==> src/rtl/squeeze_cfg_pkg.sv <==
//////////////////////////////////////////////////
// Layer dimensions and numeric formats of the 1x1
// squeeze layer, shared by every RTL block
//////////////////////////////////////////////////

package squeeze_cfg_pkg;

	//////////////////////////////////////////////////
	// Layer dimensions
	//////////////////////////////////////////////////

	// Output channels computed side by side
	localparam int LANES = 4;
	// Input channels per pixel, serial
	localparam int CHIN = 8;
	// 4x4 output map
	localparam int OUT_PIXELS = 16;

	//////////////////////////////////////////////////
	// Numeric formats
	//////////////////////////////////////////////////

	// Requantization shift back to activation scale
	localparam int FRAC_SHIFT = 14;

	// Activation, sign bit zero after ReLU
	typedef logic [15:0] act_t;
	// Signed kernel weight
	typedef logic signed [15:0] weight_t;
	// Accumulator, wide enough for CHIN products
	typedef logic signed [31:0] acc_t;
	// Channel index inside one pixel
	typedef logic [2:0] chan_t;
	// Finished pixel count, reaches OUT_PIXELS
	typedef logic [4:0] pix_cnt_t;

endpackage

==> src/rtl/squeeze_ctrl_pkg.sv <==
//////////////////////////////////////////////////
// Control state and the packed records passed
// between counter, weight ROM and MAC lanes
//////////////////////////////////////////////////

package squeeze_ctrl_pkg;

	// Layer progress
	typedef enum logic [1:0] {
		LAYER_RUN,
		LAYER_DONE,
		LAYER_RELEASED
	} layer_state_e;

	// One accepted input, counter to ROM stage
	typedef struct packed {
		logic valid;
		squeeze_cfg_pkg::chan_t chan;
		logic first;
		logic last;
		squeeze_cfg_pkg::act_t act;
	} chan_step_t;

	// One operand, ROM stage to a single lane
	typedef struct packed {
		logic valid;
		logic first;
		logic last;
		squeeze_cfg_pkg::act_t act;
		squeeze_cfg_pkg::weight_t weight;
	} lane_op_t;

	// Output pixel, slot i is output channel i
	typedef squeeze_cfg_pkg::act_t [squeeze_cfg_pkg::LANES-1:0] ofm_vec_t;

endpackage

==> src/rtl/channel_counter.sv <==
//////////////////////////////////////////////////
// Input register stage, tags each accepted
// activation with its channel and pixel bounds
//////////////////////////////////////////////////

`timescale 1ns/1ns

module channel_counter (
	input  logic clk,
	input  logic rst,
	input  logic accept_en,
	input  squeeze_cfg_pkg::act_t ifm_i,
	output squeeze_ctrl_pkg::chan_step_t step
);
	import squeeze_cfg_pkg::*;

	// Channel of the next accepted activation
	chan_t chan_cnt;
	logic at_last;

	assign at_last = (chan_cnt == chan_t'(CHIN - 1));

	//////////////////////////////////////////////////
	// Control part, valid strobe and channel count
	//////////////////////////////////////////////////

	always_ff @(posedge clk) begin
		if (rst) begin
			step.valid <= 1'b0;
			chan_cnt <= '0;
		end else begin
			step.valid <= accept_en;
			// Idle cycles hold the count
			if (accept_en) begin
				if (at_last)
					chan_cnt <= '0;
				else
					chan_cnt <= chan_cnt + 1'b1;
			end
		end
	end

	//////////////////////////////////////////////////
	// Payload part, only loaded on accept
	//////////////////////////////////////////////////

	always_ff @(posedge clk) begin
		if (accept_en) begin
			step.chan <= chan_cnt;
			step.first <= (chan_cnt == '0);
			step.last <= at_last;
			step.act <= ifm_i;
		end
	end

endmodule

==> src/rtl/squeeze_ctrl.sv <==
//////////////////////////////////////////////////
// Layer FSM, counts finished pixels, gates input
// and holds finish until the RAM acknowledges
//////////////////////////////////////////////////

`timescale 1ns/1ns

module squeeze_ctrl (
	input  logic clk,
	input  logic rst,
	input  logic en_i,
	input  logic pixel_done,
	input  logic ram_ack,
	output logic accept_en,
	output logic finish
);
	import squeeze_cfg_pkg::*;
	import squeeze_ctrl_pkg::*;

	layer_state_e state;
	pix_cnt_t pix_cnt;
	// Ack seen at any time, kept until reset
	logic ack_latched;
	logic last_pixel;

	assign last_pixel = pixel_done && (pix_cnt == pix_cnt_t'(OUT_PIXELS - 1));

	// Input only passes while the layer runs
	assign accept_en = en_i && (state == LAYER_RUN);
	assign finish = (state == LAYER_DONE);

	always_ff @(posedge clk) begin
		if (rst) begin
			ack_latched <= 1'b0;
		end else if (ram_ack) begin
			ack_latched <= 1'b1;
		end
	end

	//////////////////////////////////////////////////
	// State and pixel count
	//////////////////////////////////////////////////

	always_ff @(posedge clk) begin
		if (rst) begin
			state <= LAYER_RUN;
			pix_cnt <= '0;
		end else begin
			case (state)
				LAYER_RUN: begin
					if (pixel_done)
						pix_cnt <= pix_cnt + 1'b1;
					// Sixteenth sample ends the layer
					if (last_pixel)
						state <= LAYER_DONE;
				end
				LAYER_DONE: begin
					if (ram_ack || ack_latched)
						state <= LAYER_RELEASED;
				end
				// Stays here until reset
				LAYER_RELEASED: state <= LAYER_RELEASED;
				default: state <= LAYER_RUN;
			endcase
		end
	end

endmodule

==> src/rtl/weight_rom.sv <==
//////////////////////////////////////////////////
// Constant 1x1 kernel table per channel and lane,
// plus per-lane bias, with a registered read stage
//////////////////////////////////////////////////

`timescale 1ns/1ns

module weight_rom (
	input  logic clk,
	input  logic rst,
	input  squeeze_ctrl_pkg::chan_step_t step,
	output squeeze_ctrl_pkg::lane_op_t [squeeze_cfg_pkg::LANES-1:0] ops,
	output squeeze_cfg_pkg::acc_t [squeeze_cfg_pkg::LANES-1:0] bias
);
	import squeeze_cfg_pkg::*;

	// Weights of the current channel with lane 0 in the low slot
	weight_t [LANES-1:0] w;

	//////////////////////////////////////////////////
	// Weight table listed from lane 3 down to lane 0
	//////////////////////////////////////////////////

	always_comb begin
		case (step.chan)
			3'd0: w = {16'sh0c00, 16'shfa00, 16'sh1000, 16'sh2000};
			3'd1: w = {16'shf000, 16'sh0800, 16'sh0400, 16'shf800};
			3'd2: w = {16'sh0200, 16'sh1400, 16'shfc00, 16'sh1000};
			3'd3: w = {16'sh0600, 16'shf400, 16'sh0a00, 16'sh0400};
			3'd4: w = {16'shfe00, 16'sh0c00, 16'sh0800, 16'shf400};
			3'd5: w = {16'sh1800, 16'shf800, 16'shf600, 16'sh0c00};
			3'd6: w = {16'shf800, 16'sh0400, 16'sh1200, 16'sh0200};
			3'd7: w = {16'sh0400, 16'shfc00, 16'shf000, 16'sh0800};
			default: w = '0;
		endcase
	end

	// Bias at accumulator scale where 1.0 is 1 << FRAC_SHIFT
	// Lane 2 leans negative so it clamps more often
	assign bias = {32'sh0000_2000, 32'shffff_8000, 32'sh0000_4000, 32'sh0000_1000};

	//////////////////////////////////////////////////
	// Read stage register
	//////////////////////////////////////////////////

	always_ff @(posedge clk) begin
		for (int l = 0; l < LANES; l++) begin
			if (rst)
				ops[l].valid <= 1'b0;
			else
				ops[l].valid <= step.valid;
			// Same channel fields fan out to every lane
			if (step.valid) begin
				ops[l].first <= step.first;
				ops[l].last <= step.last;
				ops[l].act <= step.act;
				ops[l].weight <= w[l];
			end
		end
	end

endmodule

==> src/rtl/mac_lane.sv <==
//////////////////////////////////////////////////
// One output channel, accumulates channel products
// then adds bias, applies ReLU and requantizes
//////////////////////////////////////////////////

`timescale 1ns/1ns

module mac_lane (
	input  logic clk,
	input  logic rst,
	input  squeeze_ctrl_pkg::lane_op_t op,
	input  squeeze_cfg_pkg::acc_t bias,
	output squeeze_cfg_pkg::act_t ofm_o,
	output logic done
);
	import squeeze_cfg_pkg::*;

	acc_t acc;
	acc_t prod;
	// Running sum including this cycle's product
	acc_t sum;
	acc_t total;
	logic finish_px;

	assign prod = $signed(op.act) * op.weight;
	// First channel starts a fresh pixel
	assign sum = (op.first ? acc_t'(0) : acc) + prod;
	assign total = sum + bias;
	assign finish_px = op.valid && op.last;

	always_ff @(posedge clk) begin
		if (op.valid)
			acc <= sum;
	end

	// Negative clamps to zero, else bits 28:14 with sign cleared
	always_ff @(posedge clk) begin
		if (finish_px) begin
			if (total[31])
				ofm_o <= '0;
			else
				ofm_o <= {1'b0, total[FRAC_SHIFT+14:FRAC_SHIFT]};
		end
	end

	// One-cycle pulse with the new output
	always_ff @(posedge clk) begin
		if (rst)
			done <= 1'b0;
		else
			done <= finish_px;
	end

endmodule

==> src/rtl/squeeze_top.sv <==
//////////////////////////////////////////////////
// Squeeze layer top, counter then ROM then lanes,
// with the layer FSM watching lane 0
//////////////////////////////////////////////////

`timescale 1ns/1ns

module squeeze_top (
	input  logic clk,
	input  logic rst,
	input  logic en_i,
	input  squeeze_cfg_pkg::act_t ifm_i,
	input  logic ram_ack,
	output squeeze_ctrl_pkg::ofm_vec_t ofm,
	output logic sample,
	output logic finish
);
	import squeeze_cfg_pkg::*;
	import squeeze_ctrl_pkg::*;

	logic accept_en;
	chan_step_t step;
	lane_op_t [LANES-1:0] ops;
	acc_t [LANES-1:0] bias;
	logic [LANES-1:0] lane_done;

	// All lanes finish together, lane 0 stands for them
	assign sample = lane_done[0];

	squeeze_ctrl squeeze_ctrl_i (
		.clk(clk),
		.rst(rst),
		.en_i(en_i),
		.pixel_done(sample),
		.ram_ack(ram_ack),
		.accept_en(accept_en),
		.finish(finish)
	);

	channel_counter channel_counter_i (
		.clk(clk),
		.rst(rst),
		.accept_en(accept_en),
		.ifm_i(ifm_i),
		.step(step)
	);

	weight_rom weight_rom_i (
		.clk(clk),
		.rst(rst),
		.step(step),
		.ops(ops),
		.bias(bias)
	);

	//////////////////////////////////////////////////
	// MAC lanes, one per output channel
	//////////////////////////////////////////////////

	for (genvar g = 0; g < LANES; g++) begin : g_lane
		mac_lane mac_lane_i (
			.clk(clk),
			.rst(rst),
			.op(ops[g]),
			.bias(bias[g]),
			.ofm_o(ofm[g]),
			.done(lane_done[g])
		);
	end

endmodule

==> config.mk <==
export PLATFORM = sky130hd
export DESIGN_NAME = squeeze_top
export DESIGN_NICKNAME = d
export VERILOG_FILES = /design/src/rtl/squeeze_cfg_pkg.sv /design/src/rtl/squeeze_ctrl_pkg.sv /design/src/rtl/channel_counter.sv /design/src/rtl/squeeze_ctrl.sv /design/src/rtl/weight_rom.sv /design/src/rtl/mac_lane.sv /design/src/rtl/squeeze_top.sv
export SDC_FILE = /design/constraint.sdc
export NUM_CORES = 1
export LEC_CHECK = 0
export ABC_AREA = 1
export BUFFER_PORTS_ARGS = -buffer_cell sky130_fd_sc_hd__buf_2
export CORE_MARGIN = 10
export CORE_UTILIZATION = 27
export DETAILED_ROUTE_END_ITERATION = 8
export GPL_TIMING_DRIVEN = 0
export MAX_ROUTING_LAYER = met4
export PLACE_DENSITY_LB_ADDON = 0.25
export SLEW_MARGIN = 20
export SYNTH_ARGS = -nofsm -noshare
export SYNTH_HDL_FRONTEND = slang
export SYNTH_SLANG_ARGS = --single-unit
==> constraint.sdc <==
create_clock -name clk -period 8.8 [get_ports clk]
set_input_delay 1.76 -clock clk [delete_from_list [all_inputs] [get_ports clk]]
set_output_delay 1.76 -clock clk [all_outputs]
set_load 0.05 [all_outputs]
==> run metrics <==
CTS H-Tree Depth 1; Setup Skew 17.8 ps; core area 113000 um2; Via density between 4 and 5; CP max stage delay roughly 710 ps; clk slew on worst S/H paths 60 ps; Seq/Total Area, Yosys 0.215; Die X 358 um; initial antenna violation count 1; register bit total from synthesis about 230; Post-route DRC 0; relative slew slack 0.296; DR vias between 20000 and 25000; fraction of layout cells with a size suffix above 1 0.0502; die area about 130000 um2; setup violators final 0; clk buf depth 3; row count about 120; Hold Crit Class register to register; CP top delay family adder cells; TritonCTS Buffers 31; Setup crit start kind register; total gr overflow 0; DP HPWL approximately 70 mm; setup_tns 0 ps; number of fill cells in the layout around 12000; post-synth cell types 39; CP Max Fanout 10; slowest CP cell clkbuf_1; first-pass GRT wire length between 100 and 150 mm; Setup Fix Bufs, Post-CTS 0; RSZ-0062 raised after global routing no; number of global-route vias before repair about 24000; Bufs and invs on worst path 5; most frequent CP cell fa_1; Antenna Cells 0; Hold Path Cell Cnt 0; NumNets Final between 4000 and 5000; Gates resized, CTS repair 0; outcome finished, final reports clean; Worst EP required 9180 ps; post-route ant nets 0; critical path, cell by cell clkbuf_1 > clkbuf_1 > nor2_1 > fa_1 > fa_1 > fa_1 > fa_1 > fa_1 > fa_1 > ha_1 > nand2_1 > inv_1 > a21oi_1 > nand2_1 > xnor2_1 > nor2_1 > nand2_1 > nor2_1 > inv_1 > nor2_1 > nand3_1 > nand2_2 > buf_6 > nor2_1; Starting Density 0.273; Slew Viols, Final 0; crit path kind register to register; post-synthesis cell count approximately 3800; Final Hold Fails 0; number of port buffers just over 80; Arrival @ worst endpoint between 7000 and 8000 ps; GRT Resource Usage Total 0.139; largest net degree at the start of global routing between 40 and 50; Total Wirelength approximately 86 mm; GPL Wtd Cong 0.892; Synth Warn # 0; clock latency at the later pin of the worst-skew pair about 630 ps; min cycle time layout about 7500 ps; final cell count without fillers ~5500; drt wl/cell around 16 um; Top-Level Pins 86; # Max-Cap Violations 0; Worst-Margin Slew 1060 ps; commonest cells after routing, fill and taps aside 1019 x inv_1, 973 x nand2_1, 397 x fa_1; synthesized area per cell 8.01 um2; Placed Cells roughly 5400; die height between 300 and 400 um; Clock Sinks roughly 230; CTS root buffer clkbuf_16; R2R cell count 24; drt first pass iters 5; commonest non-fill, non-tap cell in the layout inv_1; CTS tree yes; fmax 133 MHz; Levels on crit path 24; cell area after synthesis 30800 um2; fin crit share 0.853; cts-stage hold buffer count 0; Area Overhead vs Synth 11.6%; DRT iter0 DRCs roughly 1400; Worst Setup End Kind register
layout make-up:
cell class                 count  area [um2]  share of cell area
multi-input combinational   2495       19900               0.579
sequential                   225        6620               0.193
inverter                    1024        3850               0.112
tap                         1500        1880              0.0546
clock buffer                  37         808              0.0235
timing repair buffer          85         508              0.0148
buffer                       100         420              0.0122
clock inverter                21         369              0.0107
worst reg2reg max path: stages (launching register included):
cell and delay, ps:
edfxtp_1 450, clkbuf_1 490, clkbuf_1 710, nor2_1 170, fa_1 550, fa_1 560, fa_1 530, fa_1 530
fa_1 530, fa_1 510, ha_1 370, nand2_1 150, inv_1 70, a21oi_1 140, nand2_1 150, xnor2_1 270
nor2_1 140, nand2_1 90, nor2_1 240, inv_1 70, nor2_1 100, nand3_1 80, nand2_2 160, buf_6 160
nor2_1 50
Yosys cell counts (all sizes together):
cell type,instances,area share
a31oi,1,0.00020
o21ai,47,0.0076
dfxtp,14,0.0091
nor3,16,0.0031
fa,397,0.26
o31ai,3,0.00073
xor2,73,0.022
or2,13,0.0026
o21bai,11,0.0027
inv,1023,0.12
clkbuf,85,0.010
clkinv,1,0.00012
xnor2,31,0.0088
edfxtp,211,0.21
and3,1,0.00020
nand3b,10,0.0024
o22ai,1,0.00020
conb,1,0.00012
a21oi,74,0.012
nand2,981,0.12
nor2,320,0.040
o21a,1,0.00024
and2,4,0.00081
buf,15,0.0033
ha,319,0.13
nand3,128,0.022
nand4,59,0.012
a32o,1,0.00033
state kept, by name, summed over array words and instances (netlist names):
signal and count:
channel_counter_i.step 22, g_lane.mac_lane_i.ofm_o 60, squeeze_ctrl_i.ack_latched 1, squeeze_ctrl_i.state 2, channel_counter_i.chan_cnt 3, g_lane.mac_lane_i.acc 92
squeeze_ctrl_i.pix_cnt 5, g_lane.mac_lane_i.done 1, weight_rom_i.ops 39
routing by layer:
| metal | vias to the layer above | routed length (um) | GRT usage |
|---|---|---|---|
| met5 | - | 0 | - |
| met4 | 0 | 1730 | 0.0271 |
| met3 | 79 | 3970 | 0.0141 |
| met2 | 467 | 37100 | 0.214 |
| met1 | 11119 | 42800 | 0.199 |
| li1 | 11679 | - | - |
final timing paths:
check	startpoint	to	slack, ps
max	weight_rom_i.ops[19]	g_lane[0].mac_lane_i.ofm_o[4]	1300
min	channel_counter_i.step[12]	weight_rom_i.ops[28]	410
min reg2reg	channel_counter_i.step[12]	weight_rom_i.ops[28]	410
max reg2reg	weight_rom_i.ops[19]	g_lane[0].mac_lane_i.ofm_o[4]	1300
through the flow:
step | util | hold slack, ps | setup slack (ps) | cell area, um2
detailed placement | 0.294 | 405 | 1370 | 33200
floorplan | - | 400 | 2590 | 30800
global placement | 0.293 | 403 | 1350 | 33100
finish | 0.305 | 413 | 1300 | 34400
CTS | 0.305 | 416 | 1320 | 34400
global route | 0.305 | 424 | 839 | 34400
kinds of logic after synthesis:
group | Yosys count | share of synthesized area
xor gates and xnor gates | 104 | 0.0308
adders and majority gates | 716 | 0.388
buffers and inverters | 1124 | 0.139
DFF | 225 | 0.215
AOI/OAI and AO/OA | 139 | 0.0243
and+or+nand+nor | 1532 | 0.203
other | 1 | 0.000122
Power is left out: the tool's default activity adds up to more than one toggle a clock period on the data nets, which glitch-free logic cannot reach.
